**src/common/spawnout_pkg.sv**
```systemverilog
// Slot layout, queue word views and return codes; the slot count must stay a power of two
`default_nettype none

package spawnout_pkg;

    // Queue geometry
    localparam int queue_slots     = 64;
    localparam int slot_words      = 16;
    localparam int queue_words     = queue_slots * slot_words;
    localparam int word_bytes      = 8;
    localparam int slot_bytes      = slot_words * word_bytes;
    localparam int slot_idx_bits   = $clog2(queue_slots);
    localparam int queue_idx_bits  = $clog2(queue_words);
    localparam int max_payload     = 12;

    // Request field widths
    localparam int tasktype_bits   = 32;
    localparam int archbits_bits   = 2;

    // Word numbers inside a slot, payload runs up to the end of the slot
    localparam logic [3:0] word_header    = 4'd0;
    localparam logic [3:0] word_task_id   = 4'd1;
    localparam logic [3:0] word_parent_id = 4'd2;
    localparam logic [3:0] word_type      = 4'd3;
    localparam logic [3:0] word_payload   = 4'd4;

    // Return codes seen by the scheduler
    localparam logic [1:0] ret_wait   = 2'd0;
    localparam logic [1:0] ret_ok     = 2'd1;
    localparam logic [1:0] ret_reject = 2'd2;

    // Writer FSM encoding
    localparam logic [2:0] st_idle       = 3'd0;
    localparam logic [2:0] st_check_read = 3'd1;
    localparam logic [2:0] st_check      = 3'd2;
    localparam logic [2:0] st_payload    = 3'd3;
    localparam logic [2:0] st_task_id    = 3'd4;
    localparam logic [2:0] st_parent_id  = 3'd5;
    localparam logic [2:0] st_type       = 3'd6;
    localparam logic [2:0] st_header     = 3'd7;

    // Word 0 of a slot, valid set means the consumer still owns it
    typedef struct packed {
        logic        valid;
        logic [30:0] reserved;
        logic [7:0]  copies;
        logic [7:0]  deps;
        logic [7:0]  args;
        logic [7:0]  pad;
    } spawn_header_t;

    // Any queue word, decoded as a header only at word 0
    typedef union packed {
        spawn_header_t hdr;
        logic [63:0]   raw;
    } queue_word_u;

endpackage

`default_nettype wire

```
**src/verilog/spawn_result.sv**
```systemverilog
// Return code lasts exactly one cycle after done; the counters wrap at 16 bits
`timescale 1ns/1ps
`default_nettype none

module spawn_result (
    input  wire logic  clk,
    input  wire logic  rst_n,
    input  wire logic  done,
    input  wire logic  accepted,
    output logic [1:0] spawn_ret,
    output logic [15:0] spawned_count,
    output logic [15:0] rejected_count
);

    always_ff @(posedge clk or negedge rst_n) begin
        if (!rst_n) begin
            spawn_ret      <= spawnout_pkg::ret_wait;
            spawned_count  <= '0;
            rejected_count <= '0;
        end else begin
            spawn_ret <= spawnout_pkg::ret_wait;
            if (done) begin
                if (accepted) begin
                    spawn_ret     <= spawnout_pkg::ret_ok;
                    spawned_count <= spawned_count + 16'd1;
                end else begin
                    spawn_ret      <= spawnout_pkg::ret_reject;
                    rejected_count <= rejected_count + 16'd1;
                end
            end
        end
    end

endmodule

`default_nettype wire

```
**config.mk**
```make
export PLATFORM = sky130hd
export DESIGN_NAME = spawn_result
export DESIGN_NICKNAME = d
export VERILOG_FILES = /design/src/common/spawnout_pkg.sv /design/src/verilog/spawn_result.sv
export SDC_FILE = /design/constraint.sdc
export NUM_CORES = 1
export LEC_CHECK = 0
export BUFFER_PORTS_ARGS = -buffer_cell sky130_fd_sc_hd__buf_2
export CAP_MARGIN = 20
export CORE_ASPECT_RATIO = 0.8
export CORE_MARGIN = 8
export CORE_UTILIZATION = 46
export CTS_CLUSTER_DIAMETER = 30
export DETAILED_ROUTE_END_ITERATION = 12
export PLACE_DENSITY = 0.77
export SYNTH_ARGS = -nofsm -noshare
export SYNTH_HDL_FRONTEND = slang
export SYNTH_SLANG_ARGS = --single-unit
```
**constraint.sdc**
```tcl
create_clock -name clk -period 1.3 [get_ports clk]
set_input_delay 0.26 -clock clk [delete_from_list [all_inputs] [get_ports clk]]
set_output_delay 0.26 -clock clk [all_outputs]
set_load 0.01 [all_outputs]
```
## Word level (Yosys, flattened, before mapping)

Cells that the tools add are included.

| word-level totals | value |
|---|---|
| register bits after elaboration | 34 |
| input port bits | 4 |
| output and inout port bits | 34 |
| logic and storage cells | 10 |

| cells by class | value |
|---|---|
| add/subtract/negate cells | 2 |
| multiplexer cells | 2 |
| bitwise operators | 1 |
| reduce and logical (&&, ||, !) cells | 2 |

Operator list:

| operator | number |
|---|---|
| 16-bit by 1-bit adder with 16-bit output, second input constant | 2 |
| 2-bit two-way mux | 2 |
| 2-bit AND reduction | 2 |
| 1-bit NOT | 1 |

## Depth between registers and ports, before layout

| depth | value |
|---|---|
| word-level depth | 2 |
| gate-level depth with buffers | 5 |
| mapped depth without buffers | 5 |

## Worst setup path before layout

Ideal clock, no wire load.

| path | value |
|---|---|
| kind | flip-flop to flip-flop |
| start point | register spawned_count[0] |
| end point | register spawned_count[10] |
| setup time | 0.126 ns |
| data arrival time | 1.266 ns |
| required time | 1.174 ns |
| path slack | -0.092 ns |
| stages on the path, launching flop included | 6 |
| buffers on the path | 0 |
| clock period less this slack | 1.392 ns |
| path through | dfrtp_1 ha_1 nand4_1 nor3_2 nand3_1 xnor2_1 |

| between the ends | value |
|---|---|
| longest elaborated chain between the ends | 1 |

RTL lines:

| element | line | text |
|---|---|---|
| start: declaration | spawn_result.sv:11 | `output logic [15:0] spawned_count,` |
| start signal: assignment | spawn_result.sv:25 | `spawned_count <= spawned_count + 16'd1;` |
| 16-bit by 1-bit adder with 16-bit output | spawn_result.sv:25 |  |

Every way passes these cells.
A chain may end at the register's enable or synchronous reset.

## Final worst setup path

| path | value |
|---|---|
| start point | register spawned_count[1] |
| end point | register spawned_count[11] |

The elaborated chain is that of the path after synthesis.

==> metrics.cfg <==
[detailed_routing]
drt-wirelength-per-cell_um=14.6
drt_iter0_drc=64
wirelength_um=3460
drc=0
ant_nets=0
routed-via-count=1161
viasPerCell=4.90
dr.pass1.iters=4

[synthesis]
yosysTopAreaCellShare=0.575
synth.distinct_cells=22
synth_flop_cell=dfrtp_1
syn-cell-area_mm2=0.00148
ys.warnings.count=0
synthArstFlopShare=1.00
synth_seq_area_share=0.575
yosysTopAreaCell=dfrtp_1
yosys_register_bits=34
synth.most_common_cell=dfrtp_1
yosys-top-cells-count=dfrtp_1 (34), xnor2_1 (21), nand2_1 (20)
synth_nets=129
syn-mean-instance-area_um2=12.0
yosys-top-cells-area=dfrtp_1 (57%), xnor2_1 (12%), nand2_1 (5.1%), xor2_1 (4.7%), nand3_1 (2.7%)
synth-edff-count=0
netlist_instances=123

[setup_path]
start_kind=flip-flop
required_ns=1.47
crit_arrival_ns=1.55
crit_type=reg -> reg
end_kind=flip-flop
critPathMaxFanout=4

[global_route]
grt_pass1_wl_um=5440
grt_usage=0.131
grt_overflow_total=0
grt_max_degree=19
grt_pass1_vias=1230
antenna_found_initial=0

[cells_and_area]
stdcell_area_mm2=0.00214
diodes=0
utilization=0.695
area_growth_pct=44.9
layout.nets=202
final_cells=237
drive_gt1_frac=0.487

[timing]
clock_skew_ns=0.00482
worst_pin_slew_ns=0.409
setup_tns_ns=-0.440
relSlewSlack=0.727
slew_viol_final=0
rsz0062_at_grt=true
hold_viol_final=0
setup_slack_ns=-0.0817
setup_violations=9
fin_crit_ns=1.38
finalCritPeriodShare=1.06
max_freq_mhz=724

[status]
status=finished, violations left
violations=negative setup slack

[power]
p_per_area_mw_per_mm2=1600
p_sw_mw=1.13
p_leak_nw=1.13
p_int_mw=2.29
p_seq_frac=0.422
sw_frac_of_total=0.330
pwr-share-comb=0.346
clkPwrFrac=0.232
ir_worst_vdd_mv=1.39

[min_path]
hold_path.class=in -> async

[clocking]
h-tree-depth=2
numCtsBuffers=5
cts_sinks=34
cts_root_buffer=clkbuf_8
clockBufferDepth=2
clkTransAtPathRegs_ns=0.06
clock_latency_ns=0.28
cts_tree=yes

[floorplanning]
initial_utilization=0.480
boundaryPins=38
die_x_um=79.4
fp-row-count=18
die_area_mm2=0.00530
die_h_um=66.7
core_mm2=0.00309

[job]
drv_cap=0

[placed_design]
place_area_mm2=0.00186
dp_cells=218
port_buffers=37
hpwl_um=2440
gp_congestion=0.762

## metrics by stage
step                hold slack, ns  power (mW)  setup slack [ns]
detailed placement           0.209        2.38            -0.241
finish                       0.436        3.42           -0.0817
floorplan                  -0.0356        1.83           -0.0704
global route                 0.472        3.60            -0.148
global placement             0.202        2.33            -0.162
CTS                          0.435        3.20            -0.113
## final timing paths
check,start,endpoint,slack (ns),cells past startpoint
max,spawned_count[1],spawned_count[11],-0.08,5
max in group asynchronous,rst_n,rejected_count[2],0.42,3
min reg2reg,spawned_count[15],spawned_count[15],0.47,1
min,rst_n,spawned_count[1],0.44,2
min in group clk,spawned_count[15],spawned_count[15],0.47,1
max reg2reg,spawned_count[1],spawned_count[11],-0.08,5
## layout by cell type (no fill, tap or decap), types with 2 or more instances in the layout
cell,netlist,routed
and4_1,3,3
dfrtp_2,0,4
nor3_4,2,3
nand3_1,8,4
and2_1,2,2
buf_4,0,24
inv_1,2,2
nand3_4,0,2
clkbuf_8,0,6
nand2_2,0,2
nand2_1,20,17
dfrtp_1,34,30
xor2_1,8,8
nor2_1,3,2
and3_1,2,2
nand3_2,2,4
buf_2,0,37
xnor2_1,21,20
nand4_1,5,5
buf_6,1,4
## critical path: stages (launching register included)
cell	delay (ns)
dfrtp_1	0.36
buf_4	0.13
nand3_4	0.09
nor4_4	0.37
nand4_1	0.17
xnor2_1	0.15
## final cells by class
cell class	count	area (µm²)
Timing Repair Buffer	67	440
Fill cell	223	941
Multi-Input combinational cell	86	699
Clock inverter	1	5.00
Inverter	2	7.51
Sequential cell	34	856
Tap cell	40	50.0
Clock buffer	7	86.3
## cells by family after synthesis
family | Yosys count | synth area share
xor+xnor | 29 | 0.172
simple gates | 53 | 0.213
fa+ha+maj | 2 | 0.0169
compound gates | 1 | 0.00338
flops | 34 | 0.575
buf+inv | 3 | 0.0127
mux | 1 | 0.00761
## registers in the layout, indices dropped and copies added (netlist names)
| name | count |
|---|---|
| spawn_ret | 2 |
| rejected_count | 16 |
| spawned_count | 16 |
## timing repair
action,CTS,global route
pin swaps,7,14
resized for setup,5,19
cloned,0,0
hold buffers,1,0
setup buffers,5,6
endpoints found under the setup margin,9,20
endpoints found under the hold margin,16,0
## power by group through the flow
stage | sequential, mW | combinational (mW) | clock, mW
final | 1.45 | 1.18 | 0.793
after global placement | 1.40 | 0.929 | 0
after floorplan | 1.55 | 0.287 | 0
after CTS | 1.40 | 0.991 | 0.814
after global routing | 1.46 | 1.29 | 0.858
after detailed placement | 1.41 | 0.965 | 0
## metal layers
layer	routed length (µm)	GRT usage	share of wire
met5	0	0	0
met4	40	0.0553	0.012
met3	189	0.0497	0.055
met2	1760	0.222	0.51
met1	1470	0.144	0.42
No activity file was read; power rests on OpenSTA's default activity.
