File: src/common/spawnout_pkg.sv
// Slot layout, queue word views and return codes; the slot count must stay a power of two
`default_nettype none

package spawnout_pkg;

    // Queue geometry
    localparam int queue_slots     = 64;
    localparam int slot_words      = 16;
    localparam int queue_words     = queue_slots * slot_words;
    localparam int word_bytes      = 8;
    localparam int slot_bytes      = slot_words * word_bytes;
    localparam int slot_idx_bits   = $clog2(queue_slots);
    localparam int queue_idx_bits  = $clog2(queue_words);
    localparam int max_payload     = 12;

    // Request field widths
    localparam int tasktype_bits   = 32;
    localparam int archbits_bits   = 2;

    // Word numbers inside a slot, payload runs up to the end of the slot
    localparam logic [3:0] word_header    = 4'd0;
    localparam logic [3:0] word_task_id   = 4'd1;
    localparam logic [3:0] word_parent_id = 4'd2;
    localparam logic [3:0] word_type      = 4'd3;
    localparam logic [3:0] word_payload   = 4'd4;

    // Return codes seen by the scheduler
    localparam logic [1:0] ret_wait   = 2'd0;
    localparam logic [1:0] ret_ok     = 2'd1;
    localparam logic [1:0] ret_reject = 2'd2;

    // Writer FSM encoding
    localparam logic [2:0] st_idle       = 3'd0;
    localparam logic [2:0] st_check_read = 3'd1;
    localparam logic [2:0] st_check      = 3'd2;
    localparam logic [2:0] st_payload    = 3'd3;
    localparam logic [2:0] st_task_id    = 3'd4;
    localparam logic [2:0] st_parent_id  = 3'd5;
    localparam logic [2:0] st_type       = 3'd6;
    localparam logic [2:0] st_header     = 3'd7;

    // Word 0 of a slot, valid set means the consumer still owns it
    typedef struct packed {
        logic        valid;
        logic [30:0] reserved;
        logic [7:0]  copies;
        logic [7:0]  deps;
        logic [7:0]  args;
        logic [7:0]  pad;
    } spawn_header_t;

    // Any queue word, decoded as a header only at word 0
    typedef union packed {
        spawn_header_t hdr;
        logic [63:0]   raw;
    } queue_word_u;

endpackage

`default_nettype wire

File: src/verilog/spawn_decode.sv
// Holds one request until done; a start strobe while busy is high is dropped silently
`timescale 1ns/1ps
`default_nettype none

module spawn_decode (
    input  wire logic                                   clk,
    input  wire logic                                   rst_n,
    input  wire logic                                   spawn_start,
    input  wire logic [63:0]                            task_id,
    input  wire logic [63:0]                            parent_task_id,
    input  wire logic [spawnout_pkg::tasktype_bits-1:0] task_type,
    input  wire logic [spawnout_pkg::archbits_bits-1:0] task_arch,
    input  wire logic [3:0]                             num_args,
    input  wire logic [3:0]                             num_deps,
    input  wire logic [3:0]                             num_cops,
    input  wire logic                                   done,
    output logic                                        busy,
    output logic                                        job_valid,
    output logic [63:0]                                 job_task_id,
    output logic [63:0]                                 job_parent_id,
    output logic [63:0]                                 job_type_word,
    output logic [11:0]                                 job_counts,
    output logic [4:0]                                  payload_len,
    output logic                                        too_long
);

    localparam int type_pad_bits =
        64 - spawnout_pkg::tasktype_bits - spawnout_pkg::archbits_bits;

    logic       take;
    logic [5:0] count_sum;

    assign take = spawn_start && !busy;

    // Up to 45 words can be asked for, so the sum needs six bits
    assign count_sum = {2'b00, num_args} + {2'b00, num_deps} + {2'b00, num_cops};

    always_ff @(posedge clk or negedge rst_n) begin
        if (!rst_n) begin
            busy      <= 1'b0;
            job_valid <= 1'b0;
        end else begin
            job_valid <= take;
            if (take) begin
                busy <= 1'b1;
            end else if (done) begin
                busy <= 1'b0;
            end
        end
    end

    // Fields stay stable for the writer until the next accepted start
    always_ff @(posedge clk) begin
        if (take) begin
            job_task_id   <= task_id;
            job_parent_id <= parent_task_id;
            job_type_word <= {{type_pad_bits{1'b0}}, task_arch, task_type};
            // Packed as cops, deps, args from the top
            job_counts    <= {num_cops, num_deps, num_args};
            payload_len   <= count_sum[4:0];
            too_long      <= count_sum > 6'(spawnout_pkg::max_payload);
        end
    end

endmodule

`default_nettype wire

File: config.mk
export PLATFORM = sky130hd
export DESIGN_NAME = spawn_decode
export DESIGN_NICKNAME = d
export VERILOG_FILES = /design/src/common/spawnout_pkg.sv /design/src/verilog/spawn_decode.sv
export SDC_FILE = /design/constraint.sdc
export NUM_CORES = 1
export LEC_CHECK = 0
export BUFFER_PORTS_ARGS = -buffer_cell sky130_fd_sc_hd__buf_2
export CAP_MARGIN = 10
export CORE_AREA = 2 2 153 155
export DETAILED_ROUTE_END_ITERATION = 10
export DIE_AREA = 0 0 155 157
export PLACE_DENSITY = 0.56
export SLEW_MARGIN = 10
export SYNTH_ARGS = -nofsm -noshare
export SYNTH_HDL_FRONTEND = slang
export SYNTH_SLANG_ARGS = --single-unit
export TNS_END_PERCENT = 20
File: constraint.sdc
create_clock -name clk -period 26.6 [get_ports clk]
set_input_delay 2.66 -clock clk [delete_from_list [all_inputs] [get_ports clk]]
set_output_delay 2.66 -clock clk [all_outputs]
set_load 0.005 [all_outputs]
---- After elaboration in Yosys (flattened, before gate mapping) ----
Index checks and enable logic that the tools add are counted.
word-level totals
  bits in registers ....................... 182
  latch bits .............................. 0
  bits in writable memories ............... 0
  bits in read-only memories .............. 0
  bits of input ports ..................... 178
  output and inout bits ................... 212
  memories kept ........................... 0
cells by class
  add/subtract/negate cells ............... 2
  multiply operators ...................... 0
  div/mod/pow operators ................... 0
  magnitude comparators ................... 1
  equal/unequal tests ..................... 0
  shift-type cells ........................ 0
  muxes and demuxes ....................... 2
  bitwise logic cells ..................... 0
  reduce and logical (&&, ||, !) cells .... 3
operators by type and width
  cell                                                                              number
  5-bit by 4-bit adder with 6-bit output                                            1
  6-bit by 4-bit greater-than comparator with 1-bit output (second input constant)  1
  4-bit by 4-bit adder with 5-bit output                                            1
  1-bit two-way mux                                                                 2
  2-bit nonzero test                                                                1
  1-bit logical AND                                                                 1
  1-bit zero test                                                                   1

---- Depth between registers and ports, before layout ----
Gate-level depths: netlist (run 1).
  word-level depth ........................ 3
  gate-level depth with buffers ........... 10

---- Worst setup path before layout (run 1) ----
Ideal clock, no wire load.
  path type ............................... input-to-reg
  from .................................... in spawn_start
  to ...................................... reg job_valid
  arrival time ............................ 10454 ps
  data required time ...................... 25647 ps
  setup slack ............................. 15193 ps
  cell stages on the path ................. 1
  buffers on the path ..................... 0
  cell sequence ........................... nor2b_1
between the ends
  longest elaborated chain between the ends .. 1
RTL lines
  what                    line                RTL
  start: declaration      spawn_decode.sv:8   input wire logic spawn_start,
  1-bit logical AND       spawn_decode.sv:33  assign take = spawn_start && !busy;
  end signal: assignment  spawn_decode.sv:43  job_valid <= take;
  end: declaration        spawn_decode.sv:18  output logic job_valid,
No other way between the ends.
A chain may end at the register's enable or synchronous reset.

---- Worst setup path in the final report (run 1) ----
  from .................................... in spawn_start
  to ...................................... reg job_parent_id[32] (enable)
between the ends
  longest elaborated chain between the ends .. 1
RTL lines
  what                    line                RTL
  1-bit logical AND       spawn_decode.sv:33
  named net take          spawn_decode.sv:30  logic take;
  end signal: assignment  spawn_decode.sv:56  job_parent_id <= parent_task_id;
  end: declaration        spawn_decode.sv:20  output logic [63:0] job_parent_id,
The timed path passes the listed nets, and every way through them passes these cells.

==> flow_metrics.py, run 1 <==
metrics = {
    "status": {
        "status": "finished, final reports clean",
    },
    "detailed_routing": {
        "ant_nets": 0,
        "wl_mm": 15.4,
        "drtIter0Drc": 124,
        "wl_per_cell_um": 16.7,
        "drt_pass1_iterations": 4,
        "vias_per_cell": 3.86,
        "drcViolationCount": 0,
        "vias": 3573,
    },
    "flow_run": {
        "max_cap_viol_count": 0,
    },
    "critical_path": {
        "crit_fanout": 84,
        "slowest_stage": "buf_4",
        "arrival_ns": 5.19,
        "endpoint_kind": "flop",
        "r2r_start": "busy$_DFFE_PN0P_",
        "cp_cell_sequence": "buf_2, nor2b_4, buf_4, buf_4",
        "ff2ff_setup_slack_ns": 23.34,
        "regToRegEndpoint": "job_parent_id[32]$_DFFE_PP_",
        "cpPeakStageDelay_ns": 0.93,
        "r2r_cells": 3,
        "startpoint_type": "primary input",
        "crit_type": "in2reg",
        "cpMostUsedCell": "buf_4",
        "required_ns": 26.64,
    },
    "clock_tree": {
        "clock-root-buffer": "clkbuf_16",
        "clkTransAtPathRegs_ns": 0.07,
        "cts_max_level": 4,
        "cts_tree": "yes",
        "cts_sinks": 182,
        "clockBufferDepth": 2,
        "clk_latency_ns": 0.42,
        "post-cts-setup-buffer-count": 0,
        "cts_buffers": 17,
        "ctsHoldBuffers": 0,
        "cts_resized": 0,
    },
    "min_path": {
        "holdPathEnd": "busy$_DFFE_PN0P_",
        "hold_class": "reg2reg",
        "hold_depth": 1,
        "min-delay-start": "busy$_DFFE_PN0P_",
    },
    "place": {
        "gp_congestion": 0.713,
        "dp_worst_setup_slack_ns": 20.89,
        "dp_cells": 892,
        "port_buffers": 359,
        "place_area_sq_um": 8030,
        "place_hpwl_mm": 11.9,
    },
    "layout": {
        "final_common_cell": "buf_2",
        "nNetsFinal": 812,
        "layout_common_cells": "359 x buf_2, 180 x edfxtp_1, 30 x conb_1",
        "layout-area-overhead-vs-synth_pct": 44.3,
        "drive_gt1_share_pct": 61.5,
        "fin_cells": 925,
        "final_core_util_pct": 38.3,
        "postLayoutCellArea_sq_um": 8610,
    },
    "logic_synthesis": {
        "avgSynthCellArea_sq_um": 24.2,
        "synth_seq_cells": 182,
        "netlist_instances": 247,
        "yosys.cell_types.count": 19,
        "yosysTopAreaCell": "edfxtp_1",
        "synth_area_sq_um": 5970,
        "ys_warn_count": 0,
        "yosysTopAreaCellShare_pct": 90.6,
        "synth-seq-area-share_pct": 91.4,
        "yosys-top-cells-area": "edfxtp_1 91%, buf_4 3.8%, fa_1 1.7%, dfrtp_1 0.84%, ha_1 0.63%",
    },
    "power": {
        "ir_drop_mv": 0.0346,
        "power_leakage_nw": 3.66,
        "powerDensity_nw_per_um2": 75.1,
        "finalPower_mw": 0.647,
    },
    "die": {
        "core-area_sq_um": 22500,
        "start_util_pct": 26.5,
        "die_w_um": 155,
        "die_area_sq_um": 24300,
        "row_count": 55,
        "die_y_um": 157,
        "ios": 390,
    },
    "sta": {
        "fin_crit_sh_pct": 19.3,
        "worstMarginPinSlew_ns": 1.07,
        "hold_slack_ns": 0.575,
        "grt_setup_unrepaired": "false",
        "hold_viol": 0,
        "setup_ws_ns": 21.46,
        "relSlewSlack_pct": 28.9,
        "final-setup-viol-count": 0,
        "finalSetupTns_ns": 0,
        "finalMaxSlewViolations": 0,
        "clock.fmax_mhz": 194,
        "period_needed_ns": 5.14,
        "skew_ns": 0.00993,
    },
    "global_route": {
        "grt_max_degree": 85,
        "grt_overflow": 0,
        "grtUsageTotal_pct": 12.0,
        "grt_pass1_vias": 3599,
        "grt_pass1_wl_mm": 21.2,
        "antenna_found_initial": 3,
    },
}
## synth_stat cells, drive strengths merged
library cell and count:
a21o 1, nand2b 1, fa 5, dfrtp 2, conb 1, o32ai 1, o21a 1, xnor2 2
edfxtp 180, a21oi 3, nor2 1, or4b 1, inv 10, o31ai 2, ha 3, nor3 1
buf 30, nor2b 1, nand3 1
## routing by layer
metal	vias to the layer above	part of all wire [%]	track usage, %
met5	-	0.17	0
met4	4	1.4	4.72
met3	17	9.3	4.30
met2	210	53	21.2
met1	1694	36	13.2
li1	1648	-	-
## critical path: cells and delay by family
kind / cells / cell delay (ns)
buffers and inverters: 3 / 1.85
and+or+nand+nor: 1 / 0.59
## worst max path at each step
stage / endpoint / startpoint / slack (ns) / cells past startpoint
after floorplan: job_valid$_DFF_PN0_ / spawn_start / 15.19 / 1
after global placement: job_parent_id[32]$_DFFE_PP_ / spawn_start / 20.95 / 4
after detailed placement: job_parent_id[32]$_DFFE_PP_ / spawn_start / 20.89 / 4
after CTS: job_task_id[48]$_DFFE_PP_ / spawn_start / 21.36 / 4
after global routing: job_task_id[27]$_DFFE_PP_ / spawn_start / 21.19 / 4
final: job_parent_id[32]$_DFFE_PP_ / spawn_start / 21.46 / 4
## final cells by class
cell class,count,area [sq um]
antenna,1,2.50
clock buffer,18,429
clock inverter,14,153
fill,2119,13900
inverter,10,37.5
multi-input combinational,54,365
sequential,182,5460
tap,285,357
timing repair buffer,361,1810
## registers in the layout (all words and copies together), names as in the netlist
| name | count |
|---|---|
| job_valid | 1 |
| busy | 1 |
| job_task_id | 64 |
| job_counts | 12 |
| payload_len | 5 |
| too_long | 1 |
| job_type_word | 34 |
| job_parent_id | 64 |
## report_power, final
| group | total [mW] | internal (mW) | switching (mW) |
|---|---|---|---|
| clock | 0.246 | 0.126 | 0.120 |
| sequential | 0.345 | 0.340 | 0.00429 |
| combinational | 0.0559 | 0.0249 | 0.0310 |
| total | 0.647 | 0.491 | 0.155 |
## cell families after synthesis
group | synth area share, %
buffers and inverters | 4.40
AOI/OAI and AO/OA | 0.902
adders and majority gates | 2.31
xor gates and xnor gates | 0.294
and+or+nand+nor | 0.608
other | 0.0628
DFF | 91.4
No activity file was read; power rests on OpenSTA's default activity.
==> run 2: changes to the inputs <==
--- a/config.mk
+++ b/config.mk
@@ -10,7 +10,7 @@
 export CORE_AREA = 2 2 153 155
 export DETAILED_ROUTE_END_ITERATION = 10
 export DIE_AREA = 0 0 155 157
-export PLACE_DENSITY = 0.56
+export PLACE_DENSITY = 0.58
 export SLEW_MARGIN = 10
 export SYNTH_ARGS = -nofsm -noshare
 export SYNTH_HDL_FRONTEND = slang
==> constraint.sdc (replaced) <==
create_clock -name clk -period 4.7 [get_ports clk]
set_input_delay 0.47 -clock clk [delete_from_list [all_inputs] [get_ports clk]]
set_output_delay 0.47 -clock clk [all_outputs]
set_load 0.005 [all_outputs]
==> run 2 against run 1 <==
Power increased to 5.7 times the previous value. Non-clock buffer count grew 1. Die area did not move. Via count down 0.25%. Core utilization increased by 0.13 points.
==> flow_metrics.py, run 2 (synthesized netlist as in run 1, its figures left out) <==
metrics = {
    "critical_path": {
        "endpoint_kind": "flop",
        "arrival_ns": 2.58,
        "cpPeakStageDelay_ns": 0.56,
        "required_ns": 4.87,
        "crit_fanout": 4,
        "startpoint_type": "primary input",
        "crit_type": "in2reg",
        "slowest_stage": "fa_1",
        "cp_cell_sequence": "buf_2, fa_1, ha_1, inv_1, fa_1, or4b_1, o31ai_1, o31ai_1",
    },
    "die": {
        "ios": 390,
        "core-area_sq_um": 22500,
        "die_w_um": 155,
        "start_util_pct": 26.5,
        "die_area_sq_um": 24300,
        "row_count": 55,
        "die_y_um": 157,
    },
    "global_route": {
        "grt_pass1_wl_mm": 20.6,
        "grt_pass1_vias": 3466,
        "antenna_found_initial": 4,
        "grt_overflow": 0,
        "grt_max_degree": 116,
        "grtUsageTotal_pct": 11.7,
    },
    "clock_tree": {
        "clkTransAtPathRegs_ns": 0.08,
        "clk_latency_ns": 0.42,
        "cts_buffers": 17,
        "cts_sinks": 182,
        "clockBufferDepth": 2,
        "cts_max_level": 4,
        "cts_resized": 0,
        "clock-root-buffer": "clkbuf_16",
        "cts_tree": "yes",
    },
    "sta": {
        "finalMaxSlewViolations": 0,
        "worstMarginPinSlew_ns": 0.891,
        "hold_slack_ns": 0.211,
        "period_needed_ns": 2.40,
        "fin_crit_sh_pct": 51.1,
        "clock.fmax_mhz": 416,
        "skew_ns": 0.00999,
        "grt_setup_unrepaired": "false",
        "hold_viol": 0,
        "final-setup-viol-count": 0,
        "relSlewSlack_pct": 40.6,
        "finalSetupTns_ns": 0,
    },
    "min_path": {
        "hold_class": "in2reg",
    },
    "power": {
        "powerDensity_nw_per_um2": 425,
        "ir_drop_mv": 0.197,
        "finalPower_mw": 3.67,
        "power_leakage_nw": 3.66,
    },
    "place": {
        "dp_cells": 892,
        "place_area_sq_um": 8040,
        "place_hpwl_mm": 11.8,
        "port_buffers": 359,
        "gp_congestion": 0.714,
    },
    "layout": {
        "postLayoutCellArea_sq_um": 8640,
        "layout-area-overhead-vs-synth_pct": 44.8,
        "top_regs": "job_parent_id (64), job_task_id (64), job_type_word (34)",
        "nNetsFinal": 813,
        "layout_common_cells": "359 x buf_2, 180 x edfxtp_1, 30 x conb_1",
        "drive_gt1_share_pct": 61.4,
        "fin_cells": 927,
        "final_common_cell": "buf_2",
    },
    "detailed_routing": {
        "drt_pass1_iterations": 4,
        "ant_nets": 0,
        "wl_mm": 15.4,
        "vias_per_cell": 3.84,
        "vias": 3564,
        "drcViolationCount": 0,
        "drtIter0Drc": 235,
        "wl_per_cell_um": 16.6,
    },
    "flow_run": {
        "max_cap_viol_count": 0,
    },
    "status": {
        "status": "finished, final reports clean",
    },
}
==> run 2: cell types whose count changed in the layout (fill, tap and decap cells not counted) <==
cell           previous run  this run
buf_12                    0         1
buf_4                     2         1
clkinv_4                  3         2
clkinv_8                  3         4
clkinvlp_4                0         1
diode_2                   1         2
dlygate4sd3_1             0         1
inv_8                     3         2
==> run 2: power by group <==
group / internal (mW) / switching, mW
clock: 0.713 / 0.689
combinational: 0.144 / 0.174
sequential: 1.92 / 0.0245
total: 2.78 / 0.887
==> run 2: per-stage QoR <==
stage,utilization [%],worst slack (ns)
2_1_floorplan,-,1.09
3_3_place_gp,35.7,1.89
3_5_place_dp,35.7,1.87
4_1_cts,38.4,2.33
5_1_grt,38.4,2.24
6_report,38.4,2.30
==> run 2: per-layer routing <==
layer / global-route usage (%) / routed length [um]
met5: 0 / 13
met4: 4.63 / 257
met3: 5.01 / 1500
met2: 20.5 / 7960
met1: 12.5 / 5670
==> run 2: final timing paths <==
path                       cells after the start               from  slack (ns)                     endpoint
max in group asynchronous                      2              rst_n        4.24          job_valid$_DFF_PN0_
setup / recovery                               8        num_args[1]        2.30           too_long$_DFFE_PP_
setup reg to reg                               2   busy$_DFFE_PN0P_        2.97  job_parent_id[10]$_DFFE_PP_
hold / removal                                 1  parent_task_id[7]        0.21   job_parent_id[7]$_DFFE_PP_
hold reg to reg                                1   busy$_DFFE_PN0P_        0.55             busy$_DFFE_PN0P_
min in group asynchronous                      2              rst_n        0.36             busy$_DFFE_PN0P_
==> run 2: area by class of cell <==
cell class	instances	area, sq um
Clock buffer	18	429
Inverter	10	37.5
Timing Repair Buffer	362	1830
Fill cell	2119	13900
Tap cell	285	357
Sequential cell	182	5460
Multi-Input combinational cell	54	365
Antenna cell	2	5.00
Clock inverter	14	156
==> run 2: critical path, delay by kind of cell <==
| family | cells | cell delay, ns |
|---|---|---|
| adders and majority gates | 3 | 1.20 |
| AOI/OAI and AO/OA | 2 | 0.20 |
| and+or+nand+nor | 1 | 0.52 |
| buffers and inverters | 2 | 0.18 |
==> run 2: repair_timing <==
| action | in CTS | in global routing |
|---|---|---|
| endpoints found under the hold margin | 2 | 0 |
| hold buffers | 1 | 0 |
| setup buffers | 0 | 0 |
