[src/common/spawnout_pkg.sv]
// Slot layout, queue word views and return codes; the slot count must stay a power of two
`default_nettype none

package spawnout_pkg;

    // Queue geometry
    localparam int queue_slots     = 64;
    localparam int slot_words      = 16;
    localparam int queue_words     = queue_slots * slot_words;
    localparam int word_bytes      = 8;
    localparam int slot_bytes      = slot_words * word_bytes;
    localparam int slot_idx_bits   = $clog2(queue_slots);
    localparam int queue_idx_bits  = $clog2(queue_words);
    localparam int max_payload     = 12;

    // Request field widths
    localparam int tasktype_bits   = 32;
    localparam int archbits_bits   = 2;

    // Word numbers inside a slot, payload runs up to the end of the slot
    localparam logic [3:0] word_header    = 4'd0;
    localparam logic [3:0] word_task_id   = 4'd1;
    localparam logic [3:0] word_parent_id = 4'd2;
    localparam logic [3:0] word_type      = 4'd3;
    localparam logic [3:0] word_payload   = 4'd4;

    // Return codes seen by the scheduler
    localparam logic [1:0] ret_wait   = 2'd0;
    localparam logic [1:0] ret_ok     = 2'd1;
    localparam logic [1:0] ret_reject = 2'd2;

    // Writer FSM encoding
    localparam logic [2:0] st_idle       = 3'd0;
    localparam logic [2:0] st_check_read = 3'd1;
    localparam logic [2:0] st_check      = 3'd2;
    localparam logic [2:0] st_payload    = 3'd3;
    localparam logic [2:0] st_task_id    = 3'd4;
    localparam logic [2:0] st_parent_id  = 3'd5;
    localparam logic [2:0] st_type       = 3'd6;
    localparam logic [2:0] st_header     = 3'd7;

    // Word 0 of a slot, valid set means the consumer still owns it
    typedef struct packed {
        logic        valid;
        logic [30:0] reserved;
        logic [7:0]  copies;
        logic [7:0]  deps;
        logic [7:0]  args;
        logic [7:0]  pad;
    } spawn_header_t;

    // Any queue word, decoded as a header only at word 0
    typedef union packed {
        spawn_header_t hdr;
        logic [63:0]   raw;
    } queue_word_u;

endpackage

`default_nettype wire

[src/spawn_writer/spawn_queue_writer.sv]
// Owns queue port A; the header is always the last word written, payload words wait on in_valid
`timescale 1ns/1ps
`default_nettype none

module spawn_queue_writer (
    input  wire logic        clk,
    input  wire logic        rst_n,
    input  wire logic        job_valid,
    input  wire logic [63:0] job_task_id,
    input  wire logic [63:0] job_parent_id,
    input  wire logic [63:0] job_type_word,
    input  wire logic [11:0] job_counts,
    input  wire logic [4:0]  payload_len,
    input  wire logic        too_long,
    input  wire logic        in_valid,
    input  wire logic [63:0] in_data,
    input  wire logic [63:0] queue_dout,
    output logic             in_ready,
    output logic             queue_en,
    output logic [7:0]       queue_we,
    output logic [31:0]      queue_addr,
    output logic [63:0]      queue_din,
    output logic             done,
    output logic             accepted
);

    logic [2:0]                             state;
    logic [spawnout_pkg::slot_idx_bits-1:0] slot_ptr;
    logic [3:0]                             word_idx;
    logic                                   reject;
    logic                                   last_payload;
    spawnout_pkg::queue_word_u              slot_word;
    spawnout_pkg::queue_word_u              hdr_word;

    function automatic logic [31:0] word_addr(
        input logic [spawnout_pkg::slot_idx_bits-1:0] slot,
        input logic [3:0]                             word
    );
        word_addr = 32'(slot) * 32'(spawnout_pkg::slot_bytes)
                  + 32'(word) * 32'(spawnout_pkg::word_bytes);
    endfunction

    // Header read back during the check state
    assign slot_word.raw = queue_dout;
    assign reject        = too_long || slot_word.hdr.valid;
    assign last_payload  = ({1'b0, word_idx} == payload_len - 5'd1);

    always_comb begin
        hdr_word.raw        = '0;
        hdr_word.hdr.valid  = 1'b1;
        hdr_word.hdr.args   = {4'b0000, job_counts[3:0]};
        hdr_word.hdr.deps   = {4'b0000, job_counts[7:4]};
        hdr_word.hdr.copies = {4'b0000, job_counts[11:8]};
    end

    always_ff @(posedge clk or negedge rst_n) begin
        if (!rst_n) begin
            state    <= spawnout_pkg::st_idle;
            slot_ptr <= '0;
            word_idx <= '0;
        end else begin
            case (state)
                spawnout_pkg::st_idle: begin
                    if (job_valid) begin
                        state <= spawnout_pkg::st_check_read;
                    end
                end
                spawnout_pkg::st_check_read: begin
                    state <= spawnout_pkg::st_check;
                end
                spawnout_pkg::st_check: begin
                    word_idx <= '0;
                    if (reject) begin
                        state <= spawnout_pkg::st_idle;
                    end else if (payload_len == 5'd0) begin
                        state <= spawnout_pkg::st_task_id;
                    end else begin
                        state <= spawnout_pkg::st_payload;
                    end
                end
                spawnout_pkg::st_payload: begin
                    if (in_valid) begin
                        word_idx <= word_idx + 4'd1;
                        if (last_payload) begin
                            state <= spawnout_pkg::st_task_id;
                        end
                    end
                end
                spawnout_pkg::st_task_id: begin
                    state <= spawnout_pkg::st_parent_id;
                end
                spawnout_pkg::st_parent_id: begin
                    state <= spawnout_pkg::st_type;
                end
                spawnout_pkg::st_type: begin
                    state <= spawnout_pkg::st_header;
                end
                default: begin
                    // Header written, pointer wraps since the slot count is 2**n
                    slot_ptr <= slot_ptr + 1'b1;
                    state    <= spawnout_pkg::st_idle;
                end
            endcase
        end
    end

    always_comb begin
        in_ready   = 1'b0;
        queue_en   = 1'b0;
        queue_we   = 8'h00;
        queue_addr = word_addr(slot_ptr, spawnout_pkg::word_header);
        queue_din  = '0;
        done       = 1'b0;
        accepted   = 1'b0;
        case (state)
            spawnout_pkg::st_check_read: begin
                queue_en = 1'b1;
            end
            spawnout_pkg::st_check: begin
                done = reject;
            end
            spawnout_pkg::st_payload: begin
                in_ready   = 1'b1;
                queue_en   = in_valid;
                queue_we   = {8{in_valid}};
                queue_addr = word_addr(slot_ptr, spawnout_pkg::word_payload + word_idx);
                queue_din  = in_data;
            end
            spawnout_pkg::st_task_id: begin
                queue_en   = 1'b1;
                queue_we   = 8'hFF;
                queue_addr = word_addr(slot_ptr, spawnout_pkg::word_task_id);
                queue_din  = job_task_id;
            end
            spawnout_pkg::st_parent_id: begin
                queue_en   = 1'b1;
                queue_we   = 8'hFF;
                queue_addr = word_addr(slot_ptr, spawnout_pkg::word_parent_id);
                queue_din  = job_parent_id;
            end
            spawnout_pkg::st_type: begin
                queue_en   = 1'b1;
                queue_we   = 8'hFF;
                queue_addr = word_addr(slot_ptr, spawnout_pkg::word_type);
                queue_din  = job_type_word;
            end
            spawnout_pkg::st_header: begin
                queue_en  = 1'b1;
                queue_we  = 8'hFF;
                queue_din = hdr_word.raw;
                done      = 1'b1;
                accepted  = 1'b1;
            end
            default: begin
                queue_en = 1'b0;
            end
        endcase
    end

endmodule

`default_nettype wire

[config.mk]
export PLATFORM = sky130hd
export DESIGN_NAME = spawn_queue_writer
export DESIGN_NICKNAME = d
export VERILOG_FILES = /design/src/common/spawnout_pkg.sv /design/src/spawn_writer/spawn_queue_writer.sv
export SDC_FILE = /design/constraint.sdc
export NUM_CORES = 1
export LEC_CHECK = 0
export ABC_AREA = 1
export ABC_CLOCK_PERIOD_IN_PS = 4350
export BUFFER_PORTS_ARGS = -buffer_cell sky130_fd_sc_hd__buf_2
export CAP_MARGIN = 20
export CORE_AREA = 8 8 169 171
export DETAILED_ROUTE_END_ITERATION = 8
export DIE_AREA = 0 0 177 179
export MAX_ROUTING_LAYER = met4
export PLACE_DENSITY_LB_ADDON = 0.2
export SLEW_MARGIN = 20
export SYNTH_ARGS = -nofsm -noshare
export SYNTH_HDL_FRONTEND = slang
export SYNTH_SLANG_ARGS = --single-unit
[constraint.sdc]
create_clock -name clk -period 4.35 [get_ports clk]
set_input_delay 0.6525 -clock clk [delete_from_list [all_inputs] [get_ports clk]]
set_output_delay 0.6525 -clock clk [all_outputs]
set_load 0.05 [all_outputs]
Word level (Yosys, flattened, before mapping)
Index checks and enable logic that the tools add are counted.

Bits in registers: 13. Logic and storage cells: 46. Output and inout port bits: 108. Input port bits: 342.

Add/sub/neg operators: 8. Reductions and logical operators: 9. Equality and inequality tests: 11. Mux-type cells: 15.

Operators by type and width (count): 64-bit one-hot mux with 5 select lines (1); 14-bit one-hot mux with 4 select lines (1); 13-bit by 5-bit adder with 14-bit output, second input constant (2); 3-bit one-hot mux with 7 select lines (1); 8-bit one-hot mux with 2 select lines (1); 3-bit 2-to-1 mux (5); 13-bit by 4-bit adder with 14-bit output, second input constant (1); 13-bit by 7-bit adder with 14-bit output (1); 3-bit == test, second input constant (4); 4-bit one-hot mux with 2 select lines (1); 7-bit OR reduction (1); 6-bit by 1-bit adder with 6-bit output, second input constant (1); 3-bit by 2-bit == test with 1-bit output, second input constant (2); 2-bit inequality test, second input constant (3); 4-bit by 5-bit == test with 1-bit output (1); 5-bit logical NOT (1); 5-bit OR reduction (1); 5-bit by 1-bit subtractor with 5-bit output, second input constant (1); 3-bit by 4-bit adder with 4-bit output, first input constant (1); 4-bit by 1-bit adder with 4-bit output, second input constant (1); 4-bit 2-to-1 mux (1); 1-bit one-hot mux with 2 select lines (2); 4-bit OR reduction (1); 3-bit by 1-bit == test with 1-bit output, second input constant (1); other kinds (6) (7).

Longest topological paths before layout
Gate-level depths: netlist (run 1).

Word-level depth: 5. Depth in mapped cells: 12. Mapped depth without buffers: 12.

Least setup slack after synthesis (run 1)
No wires, ideal clock.

Path kind: flip-flop to output port. Start: reg state[0]. End: out queue_addr[4]. Setup slack: 1.817 ns. Arrival time: 1.881 ns. Data required time: 3.697 ns. Stages on the path, launching flop included: 5. Buffers on the path: 0. Cells stage by stage: dfrtp_1 > nand2_2 > nor2_4 > inv_1 > o21ai_0.

Word-level cells in the longest chain between the ends: 2. Elaborated cells between the ends (all ways): 5. Those cells by class: eq/ne (4); mux (1).

Ends and longest elaborated chain: start: declaration (line spawn_queue_writer.sv:27) `logic [2:0] state;`; start signal: assignment (line spawn_queue_writer.sv:58) `state <= spawnout_pkg::st_idle;`; start signal: assignment (line spawn_queue_writer.sv:65) `state <= spawnout_pkg::st_check_read;`; start signal: assignment (line spawn_queue_writer.sv:69) `state <= spawnout_pkg::st_check;`; 3-bit == test / 3-bit by 2-bit == test with 1-bit output (equally long branches) (line spawn_queue_writer.sv:115) `case (state)`; 14-bit one-hot mux with 4 select lines (*) (line spawn_queue_writer.sv:115); end: declaration (line spawn_queue_writer.sv:21) `output logic [31:0] queue_addr,`.

Every way passes the cells marked *; elsewhere a longest branch is shown, timed or not.

Worst setup path in the final report (run 1)
Start: reg state[0]. End: out queue_din[5].

Word-level cells in the longest chain between the ends: 2. Elaborated cells between the ends (all ways): 6. Those cells by class: eq/ne (5); mux (1).

Ends and longest elaborated chain: 3-bit == test / 3-bit by 2-bit == test with 1-bit output (equally long branches) (line spawn_queue_writer.sv:115); 64-bit one-hot mux with 5 select lines (*) (line spawn_queue_writer.sv:115); end: declaration (line spawn_queue_writer.sv:22) `output logic [63:0] queue_din,`.

Marked as above.

==> results of run 1 <==
[state kept, by name (all words and copies together), names as in the netlist]
register	count
slot_ptr	6
state	3
word_idx	4
[worst paths after layout]
| kind | endpoint | cells after the start | from |
|---|---|---|---|
| setup / recovery | queue_din[5] | 8 | state[0] |
| max in group asynchronous | state[1] | 1 | rst_n |
| hold / removal | slot_ptr[4] | 1 | rst_n |
| min in group clk | slot_ptr[5] | 1 | slot_ptr[5] |
| setup reg to reg | slot_ptr[1] | 6 | state[1] |
| hold reg to reg | slot_ptr[5] | 1 | slot_ptr[5] |
[cells in the mapped netlist (all sizes together)]
cell	n	area (µm²)
buf	52	385
nand4	64	400
nand2	280	1080
nor2	20	87.6
a22oi	12	90.1
clkbuf	6	22.5
o21ai	5	25.0
inv	21	78.8
nand3b	1	7.51
o22ai	1	6.26
o211ai	1	7.51
xor2	2	17.5
xnor2	3	26.3
nor3	3	26.3
nand3	15	75.1
dfrtp	13	325
conb	1	3.75
ha	3	37.5
a21oi	4	20.0
nor4	1	6.26
[per-stage QoR]
stage / utilization / cell area (µm²)
after global placement: 0.184 / 4730
final: 0.187 / 4820
after global routing: 0.187 / 4820
after detailed placement: 0.184 / 4730
after floorplan: - / 2810
after CTS: 0.187 / 4810
[cells by family after synthesis]
| logic type | count (synthesis) | synth area share |
|---|---|---|
| adder cells (fa/ha/maj) | 3 | 0.0138 |
| other | 1 | 0.00137 |
| flip-flops | 13 | 0.119 |
| XOR/XNOR | 5 | 0.0161 |
| buffers and inverters | 79 | 0.178 |
| AND/OR/NAND/NOR | 384 | 0.617 |
| AO/OA/AOI/OAI | 23 | 0.0546 |
[layout make-up]
type,count,area (µm²)
Fill cell,3095,20900
Multi-Input combinational cell,437,2000
Timing Repair Buffer,371,1910
Tap cell,335,419
Sequential cell,13,325
Clock buffer,4,78.8
Inverter,21,78.8
Antenna cell,2,5.00
[metal layers]
metal | wire (µm) | up-vias | share of wire | track usage
li1 | - | 2296 | - | -
met1 | 7880 | 1919 | 0.42 | 0.131
met2 | 9010 | 239 | 0.48 | 0.186
met3 | 1760 | 8 | 0.093 | 0.0253
met4 | 214 | 0 | 0.011 | 0.0130
met5 | 0 | - | 0 | -
[critical path, cell delays in order (launching register included)]
cell and delay [ns]:
dfrtp_1 0.50, inv_2 0.08, nor2_2 0.12, inv_2 0.07
nor2_4 0.49, buf_4 0.34, nand2_1 0.09, nand4_1 0.14
buf_2 0.29
[power by group through the flow]
stage                     combinational, mW  clock [mW]  sequential [mW]
after floorplan                        2.24           0            0.244
after global placement                 3.03           0            0.221
after detailed placement               3.02           0            0.222
after CTS                              3.03       0.175            0.221
after global routing                   3.17       0.182            0.230
final                                  2.97       0.169            0.219
==> flow_metrics.env, run 1 <==
export IMPL_status="complete, no violations"
export IMPL_initial_core_util=0.106
export IMPL_place_inst=1177
export IMPL_cts_buffers=3
export IMPL_die_h_um=179
export IMPL_swShare=0.724
export IMPL_dieArea_um2=31700
export IMPL_io_pins=450
export IMPL_power_density_nw_per_um2=696
export IMPL_regToRegSetupSlack_ns=2.61
export IMPL_final_period_utilization=0.696
export IMPL_grt_max_degree=43
export IMPL_hpwl_mm=15.9
export IMPL_syn2layout_area_growth_pct=76.7
export IMPL_via_per_inst=3.77
export IMPL_grt_ovfl_total=0
export IMPL_tns_ns=0
export IMPL_fmax_mhz=330
export IMPL_cts_setup_buffers=0
export IMPL_core_area_um2=25800
export IMPL_crit_fanout=21
export IMPL_ys_ff_latch=13
export IMPL_ys_types=30
export IMPL_cts_resized=0
export IMPL_slew_headroom=0.498
export IMPL_num_rows=59
export IMPL_setup_viol=0
export IMPL_clockBufferDepth=2
export IMPL_maxCapViolCount=0
export IMPL_dr_pass1_iters=5
export IMPL_insertion_delay_ns=0.24
export IMPL_p_seq_frac=0.065
export IMPL_antenna_found_initial=2
export IMPL_clock_skew_ns=0.000642
export IMPL_final_cell_mix="buf_2 (364), nand2_1 (269), nand4_1 (64), conb_1 (22)"
export IMPL_nNetsFinal=1192
export IMPL_peakVddDrop_uv=309
export IMPL_dp_slack_ns=1.52
export IMPL_internal_power_mw=0.927
export IMPL_worstMarginPinSlew_ns=0.752
export IMPL_ys_warn_count=0
export IMPL_crit_path_end_kind="primary output"
export IMPL_min_delay_path_class="in2async"
export IMPL_route_detailed_drc=0
export IMPL_synth_seq_area_share=0.119
export IMPL_drt_iter0_drc=169
export IMPL_cts_hold_buf=0
export IMPL_postSynthCellCount=508
export IMPL_min_period_ns=3.03
export IMPL_final_cell_count_no_fill=1183
export IMPL_finalWorstSetupSlack_ns=1.32
export IMPL_switchingPower_mw=2.43
export IMPL_cts_tree="done"
export IMPL_comb_power_share=0.884
export IMPL_hold_viol=0
export IMPL_cp_start_kind="flop"
export IMPL_port_buffers=364
export IMPL_vias=4462
export IMPL_final_common_cell="buf_2"
export IMPL_crit_arrival_ns=2.37
export IMPL_die_w_um=177
export IMPL_power_mw=3.35
export IMPL_track_usage=0.108
export IMPL_power_share_clock=0.050
export IMPL_grt_pass1_vias=4755
export IMPL_cp_required_ns=3.70
export IMPL_p_leak_nw=2.66
export IMPL_place_gp_congestion=0.823
export IMPL_finalMaxSlewViolations=0
export IMPL_clkTransAtPathRegs_ns=0.04
export IMPL_wl_per_cell_um=15.9
export IMPL_netlist_area_um2=2730
export IMPL_wirelength_mm=18.9
export IMPL_hold_worst_slack_ns=0.299
export IMPL_ant_nets=0
export IMPL_avgSynthCellArea_um2=5.37
export IMPL_rsz0062_at_grt="no"
export IMPL_cts_max_level=1
export IMPL_clock_sinks=13
export IMPL_path_class="reg2out"
export IMPL_drive_above_1_share=0.465
export IMPL_cts_root_buffer="clkbuf_16"
export IMPL_grt_pass1_wl_mm=26.7
No activity file was read; power rests on OpenSTA's default activity.
==> run 2, diff against run 1 <==
--- a/config.mk
+++ b/config.mk
@@ -6,12 +6,12 @@
 export NUM_CORES = 1
 export LEC_CHECK = 0
 export ABC_AREA = 1
-export ABC_CLOCK_PERIOD_IN_PS = 4350
+export ABC_CLOCK_PERIOD_IN_PS = 3000
 export BUFFER_PORTS_ARGS = -buffer_cell sky130_fd_sc_hd__buf_2
 export CAP_MARGIN = 20
-export CORE_AREA = 8 8 169 171
+export CORE_AREA = 8 8 170 172
 export DETAILED_ROUTE_END_ITERATION = 8
-export DIE_AREA = 0 0 177 179
+export DIE_AREA = 0 0 178 180
 export MAX_ROUTING_LAYER = met4
 export PLACE_DENSITY_LB_ADDON = 0.2
 export SLEW_MARGIN = 20
==> constraint.sdc (replaced) <==
create_clock -name clk -period 3 [get_ports clk]
set_input_delay 0.45 -clock clk [delete_from_list [all_inputs] [get_ports clk]]
set_output_delay 0.45 -clock clk [all_outputs]
set_load 0.05 [all_outputs]
==> run 2 against run 1 <==
  * Sequential power grew 44%
  * Combinational power grew 46%
  * Setup slack lost 1.0 ns
  * Final cell count grew 0.93%
==> flow_metrics.env, run 2 (same netlist as run 1, synthesis figures left out) <==
export IMPL_io_pins=450
export IMPL_cts_max_level=1
export IMPL_clock_skew_ns=0.000376
export IMPL_rsz0062_at_grt="no"
export IMPL_status="complete, no violations"
export IMPL_clockBufferDepth=2
export IMPL_ant_nets=0
export IMPL_switchingPower_mw=3.53
export IMPL_crit_fanout=9
export IMPL_cts_resized=0
export IMPL_largest_register_ffs=6
export IMPL_hpwl_mm=15.9
export IMPL_setup_viol=0
export IMPL_clock_sinks=13
export IMPL_cts_tree="done"
export IMPL_r2r_end="slot_ptr[1]"
export IMPL_dp_slack_ns=0.465
export IMPL_route_detailed_drc=0
export IMPL_hold_viol=0
export IMPL_drive_above_1_share=0.468
export IMPL_die_h_um=180
export IMPL_swShare=0.718
export IMPL_drt_iter0_drc=183
export IMPL_num_rows=60
export IMPL_p_seq_frac=0.064
export IMPL_syn2layout_area_growth_pct=79.2
export IMPL_cts_buffers=3
export IMPL_clkTransAtPathRegs_ns=0.05
export IMPL_grt_pass1_vias=4771
export IMPL_internal_power_mw=1.39
export IMPL_finalWorstSetupSlack_ns=0.308
export IMPL_dr_pass1_iters=4
export IMPL_r2r_cells=7
export IMPL_cp_required_ns=2.55
export IMPL_antenna_found_initial=1
export IMPL_power_share_clock=0.051
export IMPL_insertion_delay_ns=0.24
export IMPL_wl_met1_mm=7.72
export IMPL_cp_start_kind="flop"
export IMPL_p_leak_nw=2.70
export IMPL_final_cell_mix="buf_2 (364), nand2_1 (269), nand4_1 (64), conb_1 (22)"
export IMPL_grt_pass1_wl_mm=27.4
export IMPL_grt_ovfl_total=0
export IMPL_largest_register="slot_ptr"
export IMPL_vias=4517
export IMPL_core_area_um2=26400
export IMPL_comb_power_share=0.885
export IMPL_min_period_ns=2.69
export IMPL_final_period_utilization=0.897
export IMPL_nNetsFinal=1197
export IMPL_top_regs="slot_ptr: 6 flops, word_idx: 4 flops, state: 3 flops"
export IMPL_finalMaxSlewViolations=0
export IMPL_die_w_um=178
export IMPL_regToRegSetupSlack_ns=1.27
export IMPL_regArea_um2=325
export IMPL_wirelength_mm=18.7
export IMPL_power_density_nw_per_um2=1010
export IMPL_maxCapViolCount=0
export IMPL_track_usage=0.110
export IMPL_r2r_start="state[1]"
export IMPL_crit_path_end_kind="primary output"
export IMPL_cts_setup_buffers=0
export IMPL_cts_root_buffer="clkbuf_16"
export IMPL_fillerInstances=3157
export IMPL_dieArea_um2=32000
export IMPL_fmax_mhz=371
export IMPL_path_class="reg2out"
export IMPL_multi_input_area_um2=2000
export IMPL_met3WireLength_mm=1.59
export IMPL_highest_layer="met4"
export IMPL_final_common_cell="buf_2"
export IMPL_initial_core_util=0.104
export IMPL_tns_ns=0
export IMPL_cts_hold_buf=0
export IMPL_min_delay_path_class="in2async"
export IMPL_crit_arrival_ns=2.24
export IMPL_via_per_inst=3.78
export IMPL_wl_per_cell_um=15.7
export IMPL_place_gp_congestion=0.754
export IMPL_peakVddDrop_uv=460
export IMPL_port_buffers=364
export IMPL_met2_length_mm=9.35
export IMPL_grt_max_degree=38
run 2: cell types whose count changed in the layout (fill, tap and decap cells not counted):
cell / before / now
buf_12: 3 / 5
buf_4: 4 / 7
run 2: worst max path at each step:
stage               startpoint       endpoint  slack [ns]  depth (start not counted)
global placement      state[1]   queue_din[9]        0.45                          8
finish                state[1]   queue_din[9]        0.31                          8
floorplan             state[0]  queue_addr[4]        0.67                          4
CTS                   state[1]   queue_din[9]        0.20                          8
detailed placement    state[1]   queue_din[9]        0.47                          8
global route          state[1]  queue_din[27]        0.04                          8
run 2: through the flow:
stage	utilization	total power, mW	instance area (µm²)	hold slack [ns]	cells
after global placement	0.182	4.76	4800	0.358	1188
after global routing	0.185	5.24	4890	0.116	1193
after floorplan	-	3.60	2810	0.154	529
after CTS	0.185	5.01	4880	0.102	1192
after detailed placement	0.182	4.74	4800	0.359	1188
final	0.186	4.92	4890	0.0919	1194
run 2: critical path: stages, from the launching register on:
cell,delay (ns)
dfrtp_1,0.52
nand2_2,0.12
inv_1,0.07
nand2_1,0.19
inv_1,0.40
buf_4,0.26
a22oi_1,0.10
nand4_1,0.08
buf_2,0.26
run 2: routing by layer:
layer | GRT usage | vias to the layer above
met5 | - | -
met4 | 0.00567 | 0
met3 | 0.0178 | 4
met2 | 0.202 | 213
met1 | 0.129 | 1997
li1 | - | 2303
run 2: cell type report:
type,instances,share of cell area
Inverter,21,0.0161
Antenna cell,2,0.00102
Multi-Input combinational cell,437,0.409
Timing Repair Buffer,376,0.404
Clock buffer,4,0.0161
Tap cell,341,0.0873
Sequential cell,13,0.0665
run 2: power by group through the flow:
stage | Clock, mW | Sequential, mW | Combinational [mW]
2_1_floorplan | 0 | 0.354 | 3.24
3_3_place_gp | 0 | 0.320 | 4.44
3_5_place_dp | 0 | 0.318 | 4.43
4_1_cts | 0.256 | 0.317 | 4.44
5_1_grt | 0.267 | 0.331 | 4.64
6_report | 0.252 | 0.316 | 4.35
